--- config.mk ---
export PLATFORM = sky130hd
export DESIGN_NAME = dram_test_harness
export DESIGN_NICKNAME = d
export VERILOG_FILES = /design/src/harness_cfg_pkg.sv /design/src/harness_types_pkg.sv /design/src/harness_ctrl_if.sv /design/src/dram_test_harness.sv /design/src/read_checker.sv /design/src/pattern_sequencer.sv /design/src/harness_regs.sv /design/src/capture_buf.sv
export SDC_FILE = /design/constraint.sdc
export NUM_CORES = 1
export LEC_CHECK = 0
export ABC_CLOCK_PERIOD_IN_PS = 10890
export BUFFER_PORTS_ARGS = -buffer_cell sky130_fd_sc_hd__buf_2
export CORE_MARGIN = 1
export CORE_UTILIZATION = 66
export DETAILED_ROUTE_END_ITERATION = 7
export PLACE_DENSITY = 0.95
export SETUP_SLACK_MARGIN = 0.1
export SLEW_MARGIN = 20
export SYNTH_ARGS = -nofsm -noshare
export SYNTH_HDL_FRONTEND = slang
export SYNTH_HIERARCHICAL = 1
export SYNTH_SLANG_ARGS = --single-unit
--- constraint.sdc ---
create_clock -name clk -period 10.89 [get_ports clk]
set_input_delay 1.6335 -clock clk [delete_from_list [all_inputs] [get_ports clk]]
set_output_delay 1.6335 -clock clk [all_outputs]
set_load 0.01 [all_outputs]
--- src/harness_cfg_pkg.sv ---
// Harness configuration: datapath widths, capture depths and the register map
package harness_cfg_pkg;

  localparam int ADDR_W     = 16;          // Memory address, counted in addresses
  localparam int DATA_W     = 32;          // One beat
  localparam int BEAT_W     = 16;          // Beat index, repeated twice per beat
  localparam int BEAT_CNT_W = ADDR_W + 1;  // Two beats per address
  localparam int REG_W      = 16;
  localparam int REG_ADDR_W = 6;

  localparam int FAULT_DEPTH = 4;
  localparam int RDBLK_DEPTH = 4;
  localparam int FAULT_CNT_W = $clog2(FAULT_DEPTH + 1);
  // Record index shared by the fault log and the read block
  localparam int REC_IDX_W   = $clog2(FAULT_DEPTH);

  localparam int CTRL_START_BIT = 0;
  localparam int CTRL_SRST_BIT  = 1;

  // Register map, word addresses
  localparam logic [REG_ADDR_W-1:0] REG_CTRL       = 6'd0;
  localparam logic [REG_ADDR_W-1:0] REG_SIZE       = 6'd1;   // Test size in addresses
  localparam logic [REG_ADDR_W-1:0] REG_RDBLK      = 6'd2;   // First beat of read-block window
  localparam logic [REG_ADDR_W-1:0] REG_STATUS     = 6'd3;   // [0] done [1] fault [2] afull
  localparam logic [REG_ADDR_W-1:0] REG_FAULT_CNT  = 6'd4;
  localparam logic [REG_ADDR_W-1:0] REG_AFULL_ADDR = 6'd5;
  localparam logic [REG_ADDR_W-1:0] REG_FAULT_BASE = 6'd8;

  // Data low, data high, beat index
  localparam logic [REG_ADDR_W-1:0] FAULT_WORDS    = 6'd3;
  localparam logic [REG_ADDR_W-1:0] REG_RDBLK_BASE = 6'd20;
  localparam logic [REG_ADDR_W-1:0] RDBLK_WORDS    = 6'd2;   // Data low, data high

endpackage
--- src/harness_types_pkg.sv ---
// Harness data types: capture records and the test sequencer states
package harness_types_pkg;

  // One logged mismatch
  typedef struct packed {
    logic [harness_cfg_pkg::DATA_W-1:0] data;      // Beat as received
    logic [harness_cfg_pkg::BEAT_W-1:0] beat_idx;
  } fault_rec_t;

  // One beat of the read-block window
  typedef struct packed {
    logic [harness_cfg_pkg::DATA_W-1:0] data;
  } rdblk_rec_t;

  typedef enum logic [2:0] {
    IDLE,
    WR_BEAT0,    // Address and first data beat
    WR_BEAT1,    // Second data beat only
    WR_BACKOFF,
    TURNAROUND,
    RD_ISSUE,
    RD_BACKOFF,
    WAIT_DATA    // All reads issued, beats still returning
  } seq_state_t;

endpackage

--- src/harness_ctrl_if.sv ---
// Control, status and capture signals between register block, sequencer and checker
interface harness_ctrl_if ();
  import harness_cfg_pkg::*;
  import harness_types_pkg::*;

  logic                   start;       // One-cycle pulses
  logic                   soft_rst;
  logic [ADDR_W-1:0]      test_size;
  logic [BEAT_W-1:0]      rdblk_base;
  logic                   busy_rd;
  logic                   afull_event;
  logic [ADDR_W-1:0]      afull_addr;
  logic                   done;
  logic                   fault;
  logic [FAULT_CNT_W-1:0] fault_cnt;
  fault_rec_t             fault_rec;
  rdblk_rec_t             rdblk_rec;
  logic [REC_IDX_W-1:0]   rec_idx;

  modport regs (
    output start, soft_rst, test_size, rdblk_base, rec_idx,
    input  busy_rd, afull_event, afull_addr, done, fault, fault_cnt, fault_rec, rdblk_rec
  );
  modport seq (
    input  start, soft_rst, test_size, done,
    output busy_rd, afull_event, afull_addr
  );
  modport chk (
    input  start, soft_rst, test_size, rdblk_base, rec_idx, busy_rd,
    output done, fault, fault_cnt, fault_rec, rdblk_rec
  );
endinterface

--- src/dram_test_harness.sv ---
// DRAM controller test harness top: register bus, pattern sequencer and read checker
module dram_test_harness (
  input  logic                                  clk,
  input  logic                                  module_rst,
  input  logic                                  reg_req_i,
  input  logic                                  reg_we_i,
  input  logic [harness_cfg_pkg::REG_ADDR_W-1:0] reg_addr_i,
  input  logic [harness_cfg_pkg::REG_W-1:0]      reg_wdata_i,
  output logic                                  reg_ack_o,
  output logic [harness_cfg_pkg::REG_W-1:0]      reg_rdata_o,
  output logic                                  ddr_rd_wr_n_o,
  output logic [harness_cfg_pkg::ADDR_W-1:0]     ddr_addr_o,
  output logic [harness_cfg_pkg::DATA_W-1:0]     ddr_data_o,
  output logic                                  ddr_af_we_o,
  output logic                                  ddr_df_we_o,
  input  logic                                  ddr_af_afull_i,
  input  logic                                  ddr_df_afull_i,
  input  logic [harness_cfg_pkg::DATA_W-1:0]     ddr_data_i,
  input  logic                                  ddr_dvalid_i,
  input  logic                                  ddr_phy_rdy_i
);

  harness_ctrl_if ctrl_if ();

  harness_regs i_harness_regs (
    .clk         (clk),
    .module_rst  (module_rst),
    .reg_req_i   (reg_req_i),
    .reg_we_i    (reg_we_i),
    .reg_addr_i  (reg_addr_i),
    .reg_wdata_i (reg_wdata_i),
    .reg_ack_o   (reg_ack_o),
    .reg_rdata_o (reg_rdata_o),
    .ctrl        (ctrl_if.regs)
  );

  pattern_sequencer i_pattern_sequencer (
    .clk            (clk),
    .module_rst     (module_rst),
    .ddr_af_afull_i (ddr_af_afull_i),
    .ddr_df_afull_i (ddr_df_afull_i),
    .ddr_phy_rdy_i  (ddr_phy_rdy_i),
    .ddr_rd_wr_n_o  (ddr_rd_wr_n_o),
    .ddr_addr_o     (ddr_addr_o),
    .ddr_data_o     (ddr_data_o),
    .ddr_af_we_o    (ddr_af_we_o),
    .ddr_df_we_o    (ddr_df_we_o),
    .ctrl           (ctrl_if.seq)
  );

  read_checker i_read_checker (
    .clk           (clk),
    .module_rst    (module_rst),
    .ddr_phy_rdy_i (ddr_phy_rdy_i),
    .ddr_data_i    (ddr_data_i),
    .ddr_dvalid_i  (ddr_dvalid_i),
    .ctrl          (ctrl_if.chk)
  );

endmodule

--- src/read_checker.sv ---
// Read checker: compares returned beats with the pattern, logs faults, captures the read block
module read_checker (
  input  logic                              clk,
  input  logic                              module_rst,
  input  logic                              ddr_phy_rdy_i,
  input  logic [harness_cfg_pkg::DATA_W-1:0] ddr_data_i,
  input  logic                              ddr_dvalid_i,
  harness_ctrl_if.chk                       ctrl
);
  import harness_cfg_pkg::*;
  import harness_types_pkg::*;

  logic                               rst_all;
  logic                               clear_cap;
  logic [BEAT_CNT_W-1:0]              beat_cnt;  // Index of the next beat expected
  logic [BEAT_CNT_W-1:0]              win_lo;
  logic [BEAT_CNT_W-1:0]              win_hi;
  logic                               mismatch;
  logic                               in_window;
  fault_rec_t                         fault_in;
  rdblk_rec_t                         rdblk_in;
  logic [$clog2(RDBLK_DEPTH+1)-1:0]   rdblk_cnt;

  assign rst_all   = module_rst | ctrl.soft_rst | ~ddr_phy_rdy_i;
  assign clear_cap = rst_all | ctrl.start;

  assign mismatch  = ddr_data_i != {beat_cnt[BEAT_W-1:0], beat_cnt[BEAT_W-1:0]};
  assign win_lo    = {1'b0, ctrl.rdblk_base};
  assign win_hi    = win_lo + BEAT_CNT_W'(RDBLK_DEPTH);
  assign in_window = (beat_cnt >= win_lo) && (beat_cnt < win_hi);

  assign fault_in.data     = ddr_data_i;
  assign fault_in.beat_idx = beat_cnt[BEAT_W-1:0];
  assign rdblk_in.data     = ddr_data_i;

  always_ff @(posedge clk) begin
    if (clear_cap) begin
      beat_cnt   <= '0;
      ctrl.done  <= 1'b0;
      ctrl.fault <= 1'b0;
    end else begin
      if (ddr_dvalid_i) begin
        beat_cnt <= beat_cnt + 1'b1;
        if (mismatch) begin
          ctrl.fault <= 1'b1;
        end
      end
      if (ctrl.busy_rd && (beat_cnt == {ctrl.test_size, 1'b0})) begin
        ctrl.done <= 1'b1;  // Every issued beat is back
      end
    end
  end

  // Fault log, its count is the fault counter
  capture_buf #(.entry_t(fault_rec_t), .DEPTH(FAULT_DEPTH)) i_fault_log (
    .clk      (clk),
    .clear_i  (clear_cap),
    .wr_i     (ddr_dvalid_i & mismatch),
    .entry_i  (fault_in),
    .rd_idx_i (ctrl.rec_idx),
    .entry_o  (ctrl.fault_rec),
    .count_o  (ctrl.fault_cnt)
  );

  capture_buf #(.entry_t(rdblk_rec_t), .DEPTH(RDBLK_DEPTH)) i_rdblk (
    .clk      (clk),
    .clear_i  (clear_cap),
    .wr_i     (ddr_dvalid_i & in_window),
    .entry_i  (rdblk_in),
    .rd_idx_i (ctrl.rec_idx),
    .entry_o  (ctrl.rdblk_rec),
    .count_o  (rdblk_cnt)
  );

  a_dvalid_in_read: assert property (@(posedge clk) disable iff (rst_all)
    ddr_dvalid_i |-> ctrl.busy_rd);

  // A window that lies inside the test is complete once done rises
  a_rdblk_full: assert property (@(posedge clk) disable iff (rst_all)
    $rose(ctrl.done) && (win_hi <= {ctrl.test_size, 1'b0})
      |-> rdblk_cnt == ($clog2(RDBLK_DEPTH+1))'(RDBLK_DEPTH));

endmodule

--- src/pattern_sequencer.sv ---
// Test sequencer: writes the counting pattern, issues reads back, honours fifo almost-full
module pattern_sequencer (
  input  logic                              clk,
  input  logic                              module_rst,
  input  logic                              ddr_af_afull_i,
  input  logic                              ddr_df_afull_i,
  input  logic                              ddr_phy_rdy_i,
  output logic                              ddr_rd_wr_n_o,
  output logic [harness_cfg_pkg::ADDR_W-1:0] ddr_addr_o,
  output logic [harness_cfg_pkg::DATA_W-1:0] ddr_data_o,
  output logic                              ddr_af_we_o,
  output logic                              ddr_df_we_o,
  harness_ctrl_if.seq                       ctrl
);
  import harness_cfg_pkg::*;
  import harness_types_pkg::*;

  seq_state_t        state;
  logic [ADDR_W-1:0] addr;
  logic [BEAT_W-1:0] beat_idx;  // Write beat index
  logic              rst_all;
  logic              afull;
  logic              last_addr;

  assign rst_all   = module_rst | ctrl.soft_rst | ~ddr_phy_rdy_i;
  assign afull     = ddr_af_afull_i | ddr_df_afull_i;
  assign last_addr = (addr == ctrl.test_size - 1'b1);

  always_ff @(posedge clk) begin
    if (rst_all) begin
      state    <= IDLE;
      addr     <= '0;
      beat_idx <= '0;
    end else begin
      case (state)
        IDLE: begin
          if (ctrl.start) begin
            addr     <= '0;
            beat_idx <= '0;
            state    <= WR_BEAT0;
          end
        end
        WR_BEAT0: begin
          beat_idx <= beat_idx + 1'b1;
          state    <= WR_BEAT1;
        end
        WR_BEAT1: begin
          beat_idx <= beat_idx + 1'b1;
          if (last_addr) begin
            state <= TURNAROUND;
          end else begin
            addr  <= addr + 1'b1;
            state <= afull ? WR_BACKOFF : WR_BEAT0;  // Flag checked once per address
          end
        end
        WR_BACKOFF: begin
          if (!afull) begin
            state <= WR_BEAT0;
          end
        end
        TURNAROUND: begin
          addr  <= '0;
          state <= RD_ISSUE;
        end
        RD_ISSUE: begin
          if (last_addr) begin
            state <= WAIT_DATA;
          end else begin
            addr <= addr + 1'b1;
            if (afull) begin
              state <= RD_BACKOFF;
            end
          end
        end
        RD_BACKOFF: begin
          if (!afull) begin
            state <= RD_ISSUE;
          end
        end
        WAIT_DATA: begin
          if (ctrl.done) begin
            state <= IDLE;
          end
        end
        default: state <= IDLE;
      endcase
    end
  end

  // First almost-full of a run and the address in flight at that point
  always_ff @(posedge clk) begin
    if (rst_all) begin
      ctrl.afull_event <= 1'b0;
      ctrl.afull_addr  <= '0;
    end else if (ctrl.start) begin
      ctrl.afull_event <= 1'b0;
    end else if (afull && (state != IDLE) && !ctrl.afull_event) begin
      ctrl.afull_event <= 1'b1;
      ctrl.afull_addr  <= addr;
    end
  end

  assign ctrl.busy_rd  = (state == RD_ISSUE) || (state == RD_BACKOFF) || (state == WAIT_DATA);

  assign ddr_af_we_o   = (state == WR_BEAT0) || (state == RD_ISSUE);
  assign ddr_df_we_o   = (state == WR_BEAT0) || (state == WR_BEAT1);
  assign ddr_rd_wr_n_o = (state != WR_BEAT0);  // Sampled with ddr_af_we_o only
  assign ddr_addr_o    = addr;
  assign ddr_data_o    = {beat_idx, beat_idx};

  a_no_write_in_read: assert property (@(posedge clk) disable iff (rst_all)
    ctrl.busy_rd |-> !(ddr_af_we_o && ddr_df_we_o));

endmodule

--- src/harness_regs.sv ---
// Register-bus slave: control registers, start/reset pulses and status/capture readback
module harness_regs (
  input  logic                                  clk,
  input  logic                                  module_rst,
  input  logic                                  reg_req_i,
  input  logic                                  reg_we_i,
  input  logic [harness_cfg_pkg::REG_ADDR_W-1:0] reg_addr_i,
  input  logic [harness_cfg_pkg::REG_W-1:0]      reg_wdata_i,
  output logic                                  reg_ack_o,
  output logic [harness_cfg_pkg::REG_W-1:0]      reg_rdata_o,
  harness_ctrl_if.regs                          ctrl
);
  import harness_cfg_pkg::*;

  logic [REG_W-1:0]      ctrl_q;
  logic [REG_W-1:0]      size_q;
  logic [REG_W-1:0]      rdblk_q;
  logic [1:0]            ctrl_prev;   // CTRL pulse bits one cycle back
  logic                  req_new;
  logic [REG_ADDR_W-1:0] fault_off;
  logic [REG_ADDR_W-1:0] fault_num;
  logic [REG_ADDR_W-1:0] fault_word;
  logic [REG_ADDR_W-1:0] rdblk_off;
  logic [REG_ADDR_W-1:0] rdblk_num;
  logic [REG_ADDR_W-1:0] rdblk_word;
  logic                  in_fault;
  logic                  in_rdblk;
  logic [REG_W-1:0]      rd_mux;

  assign req_new = reg_req_i & ~reg_ack_o;  // Accepted once per request

  always_ff @(posedge clk) begin
    if (module_rst) begin
      reg_ack_o <= 1'b0;
      ctrl_q    <= '0;
      size_q    <= '0;
      rdblk_q   <= '0;
    end else if (req_new) begin
      reg_ack_o <= 1'b1;
      if (reg_we_i) begin
        case (reg_addr_i)
          REG_CTRL:  ctrl_q  <= reg_wdata_i;
          REG_SIZE:  size_q  <= reg_wdata_i;
          REG_RDBLK: rdblk_q <= reg_wdata_i;
          default:   ;  // Status and capture words are read only
        endcase
      end
    end else if (!reg_req_i) begin
      reg_ack_o <= 1'b0;
    end
  end

  // Rising bits of CTRL give pulses one cycle after ack rises
  always_ff @(posedge clk) begin
    if (module_rst) begin
      ctrl_prev     <= '0;
      ctrl.start    <= 1'b0;
      ctrl.soft_rst <= 1'b0;
    end else begin
      ctrl_prev     <= ctrl_q[1:0];
      ctrl.start    <= ctrl_q[CTRL_START_BIT] & ~ctrl_prev[CTRL_START_BIT];
      ctrl.soft_rst <= ctrl_q[CTRL_SRST_BIT] & ~ctrl_prev[CTRL_SRST_BIT];
    end
  end

  assign ctrl.test_size  = size_q;
  assign ctrl.rdblk_base = rdblk_q;

  // Capture window decode
  always_comb begin
    fault_off  = reg_addr_i - REG_FAULT_BASE;
    fault_num  = fault_off / FAULT_WORDS;
    fault_word = fault_off % FAULT_WORDS;
    rdblk_off  = reg_addr_i - REG_RDBLK_BASE;
    rdblk_num  = rdblk_off / RDBLK_WORDS;
    rdblk_word = rdblk_off % RDBLK_WORDS;
    in_fault   = (reg_addr_i >= REG_FAULT_BASE) && (fault_num < REG_ADDR_W'(FAULT_DEPTH));
    in_rdblk   = (reg_addr_i >= REG_RDBLK_BASE) && (rdblk_num < REG_ADDR_W'(RDBLK_DEPTH));
  end

  assign ctrl.rec_idx = in_rdblk ? rdblk_num[REC_IDX_W-1:0] : fault_num[REC_IDX_W-1:0];

  always_comb begin
    rd_mux = '0;  // Unmapped addresses read zero
    case (reg_addr_i)
      REG_CTRL:       rd_mux = ctrl_q;
      REG_SIZE:       rd_mux = size_q;
      REG_RDBLK:      rd_mux = rdblk_q;
      REG_STATUS:     rd_mux = {{(REG_W-3){1'b0}}, ctrl.afull_event, ctrl.fault, ctrl.done};
      REG_FAULT_CNT:  rd_mux = REG_W'(ctrl.fault_cnt);
      REG_AFULL_ADDR: rd_mux = REG_W'(ctrl.afull_addr);
      default: begin
        if (in_fault) begin
          case (fault_word)
            6'd0:    rd_mux = ctrl.fault_rec.data[REG_W-1:0];
            6'd1:    rd_mux = ctrl.fault_rec.data[DATA_W-1:REG_W];
            default: rd_mux = ctrl.fault_rec.beat_idx;
          endcase
        end else if (in_rdblk) begin
          rd_mux = (rdblk_word == '0) ? ctrl.rdblk_rec.data[REG_W-1:0]
                                      : ctrl.rdblk_rec.data[DATA_W-1:REG_W];
        end
      end
    endcase
  end

  // Read data held for the whole acknowledge
  always_ff @(posedge clk) begin
    if (req_new) begin
      reg_rdata_o <= rd_mux;
    end
  end

  a_ack_needs_req: assert property (@(posedge clk) disable iff (module_rst)
    $rose(reg_ack_o) |-> $past(reg_req_i));

endmodule

--- src/capture_buf.sv ---
// In-order record store, filled once after each clear and frozen when full
module capture_buf #(
  parameter type entry_t = logic [31:0],
  parameter int  DEPTH   = 4
) (
  input  logic                       clk,
  input  logic                       clear_i,
  input  logic                       wr_i,
  input  entry_t                     entry_i,
  input  logic [$clog2(DEPTH)-1:0]   rd_idx_i,
  output entry_t                     entry_o,
  output logic [$clog2(DEPTH+1)-1:0] count_o
);
  localparam int CNT_W = $clog2(DEPTH + 1);

  entry_t mem [DEPTH];
  logic   wr_en;

  assign wr_en = wr_i & ~clear_i & (count_o != CNT_W'(DEPTH));  // Later records dropped

  always_ff @(posedge clk) begin
    if (clear_i) begin
      count_o <= '0;
    end else if (wr_en) begin
      count_o <= count_o + 1'b1;
    end
  end

  always_ff @(posedge clk) begin
    if (wr_en) begin
      mem[count_o[$clog2(DEPTH)-1:0]] <= entry_i;
    end
  end

  assign entry_o = mem[rd_idx_i];

endmodule

==> out/results.ini <==
[clocking]
ctsResizeCount = 0
clockRootBuffer = clkbuf_16
cts_made_buffers = 46
clkSinkCount = 466
cts_tree = built
cts.path.max_buffers = 3
clk_pin_slew_worst_paths_ns = 0.07
cts_hold_buf = 0
htree_levels = 2
clk_latency_ns = 0.59
cts_setup_buffers = 0

[logic_synthesis]
syn-cell-area_um2 = 22400
yosys_warnings = 6
synth_xor_area_share_pct = 3.92
synth_top_cell_area_share_pct = 45.1
avgSynthCellArea_um2 = 12.5
synth_nets = 1900
ys_types = 99
syn_inst = 1784
synth_top_family_by_area = simple AND/OR/NAND/NOR gates
synth_area_leaders = edfxtp_1, dfxtp_1, mux4_2
ys_seq_area_share_pct = 56.7
ys_ff_latch = 466
async_flop_share_pct = 0
synth_edf_count = 336
synth-compound-area-share_pct = 10.7
synthMuxAreaShare_pct = 9.48
synth_top_area_cell = edfxtp_1
synth_fa_ha_area_share_pct = 3.02
ys.flop_type = edfxtp_1
synthSimpleGateAreaFrac_pct = 12.4

[global_route]
grt_pass1_wl_um = 102000
antenna_found_initial = 3
grt_util_met1_pct = 50.0
grt.busiest_layer = met2
grt_use_met2_pct = 62.3
grt_use_total_pct = 40.5
grt_pass1_vias = 16871
grt_max_degree = 67
use_met3_pct = 13.4
overflow = 0

[finish]
finalNonFillerCells = 2345
drive_above_1_share_pct = 18.9
area_growth_pct = 9.79
antenna_cells = 0
final_cell_mix = edfxtp_1, nand2_1, dfxtp_1
nNetsFinal = 1979
fill_cells = 1866
layout_commonest_cell = edfxtp_1

[timing]
tns_ns = 0
drv_slew = 0
relSlewSlack_pct = 16.5
fin_crit_sh_pct = 72.4
layout_setup_ws_ns = 3.00
hold_viol = 0
finalSetupViolations = 0
tightest_slew_ns = 1.25
clock_skew_ns = 0.0281
hold_ws_ns = 0.411
rsz0062_at_grt = no
period_minus_slack_ns = 7.89
max_freq_ghz = 0.127

[power_and_ir_drop]
p_leak_nw = 8.62
power.density_nw_per_um2 = 165
peakVddDrop_mv = 0.137
finalPower_mw = 4.06

[place]
io_buffers = 129
dp_cells = 2261
finalWeightedCongestion = 0.953
dpl.hpwl_um = 39100
place_ws_ns = 2.65

[min_path]
hp-start = i_harness_regs/ctrl_prev[1]
hold_class = reg -> reg
worstHoldEndpoint = i_harness_regs/ctrl.soft_rst
min_path_cells = 1

[die]
fp.dieH_um = 186
fp-row-count = 67
dieArea_um2 = 34700
die_w_um = 186
start_util_pct = 66.9
num_io_pins = 130
core_area_um2 = 33400

[run]
drv_cap = 0

[worst_setup_path]
path_class = in -> reg
rrSetupSlack_ns = 6.29
crit_required_ns = 11.23
r2r-start = i_harness_regs/ctrl.rdblk_base[2]
worst_ep_arrival_time_ns = 8.22
r2r_cells = 14
endpoint_kind = register
start_kind = input port
reg2reg_to = i_read_checker/i_rdblk/mem[0][8]
critPathMaxFanout = 33
cp_slowest_cell = buf_4
max_stage_delay_ns = 0.69
crit_chain = buf_2, clkinv_1, ha_1, xnor2_2, nor3_1, o211ai_2, nand3_4, ha_1, nor3b_4, a211oi_1, a211oi_1, a31o_2, a2111oi_4, a31oi_4, buf_4, mux4_2, mux2_2, a21oi_1, nor2_1, o2111ai_1, o21ai_0, nand2b_1

[route]
drt-total-wl_um = 69200
drtPass1Iterations = 8
ant_nets = 0
drt_iter0_drc = 3691
wire_per_inst_um = 29.5
vias = 17754
drc = 11
via_per_inst = 7.57

[run_status]
violations = design-rule violations
status = finished with violations

-- worst max-delay path by stage --
stage	from	endpoint	slack, ns
finish	reg_addr_i[3]	i_harness_regs/reg_rdata_o[4]	3.00
global route	reg_addr_i[3]	i_harness_regs/reg_rdata_o[4]	2.62
CTS	reg_addr_i[3]	i_harness_regs/reg_rdata_o[4]	3.07
detailed placement	reg_addr_i[3]	i_harness_regs/reg_rdata_o[5]	2.65
global placement	reg_addr_i[3]	i_harness_regs/reg_rdata_o[5]	3.03
floorplan	reg_addr_i[3]	i_harness_regs/reg_rdata_o[9]	3.99
-- cell type report --
type	instances	area [um^2]	share of cell area, %
Inverter	42	158	0.641
Multi-Input combinational cell	1153	8910	36.3
Timing Repair Buffer	154	841	3.42
Tap cell	448	561	2.28
Clock buffer	57	1190	4.85
Sequential cell	466	12700	51.6
Clock inverter	25	221	0.901
-- layer usage --
metal	wire length [um]	vias to the layer above
li1	-	6975
met1	21600	8238
met2	30800	1984
met3	11200	555
met4	5670	2
met5	13	-
-- synth_stat cells (all sizes together) (37+ instances only) --
library cell,instances
nor2,88
o21ai,37
inv,39
mux4,80
a21oi,122
ha,54
nand4,45
nand3,39
dfxtp,130
nand2,214
edfxtp,336
clkbuf,66
xnor2,65
buf,57
-- report_power, final --
group / leakage (nW) / internal (mW) / switching (mW)
logic: 3.70 / 0.234 / 0.347
registers: 4.23 / 1.92 / 0.0138
clock network: 0.687 / 0.833 / 0.708
-- worst max-delay path: cells and delay by family --
family	cells	cell delay (ns)
AO/OA/AOI/OAI	9	2.15
buffers and inverters	3	1.30
AND/OR/NAND/NOR	5	1.00
multiplexers	2	0.90
adder cells (fa/ha/maj)	2	0.74
XOR/XNOR	1	0.44
-- state kept, by name, indices dropped and copies added (netlist names), 16 cells and up --
signal,count
i_harness_regs/ctrl.rdblk_base,16
i_harness_regs/reg_rdata_o,16
i_pattern_sequencer/ddr_addr_o,16
i_harness_regs/ctrl.test_size,16
i_read_checker/i_rdblk/mem,128
i_read_checker/beat_cnt,17
i_pattern_sequencer/beat_idx,16
i_read_checker/i_fault_log/mem,192
i_harness_regs/ctrl_q,16
i_pattern_sequencer/ctrl.afull_addr,16
-- stage by stage --
step | util [%] | instance area, um^2
floorplan | - | 22400
global placement | 69.2 | 23100
detailed placement | 69.2 | 23100
CTS | 73.4 | 24500
global route | 73.5 | 24600
finish | 73.5 | 24600
-- cells by family after synthesis --
group / Yosys count
xor+xnor: 97
mux: 109
compound gates: 342
simple gates: 551
buf+inv: 165
flops: 466
fa+ha+maj: 54
Note: power is estimated with default switching activity, not from simulation.
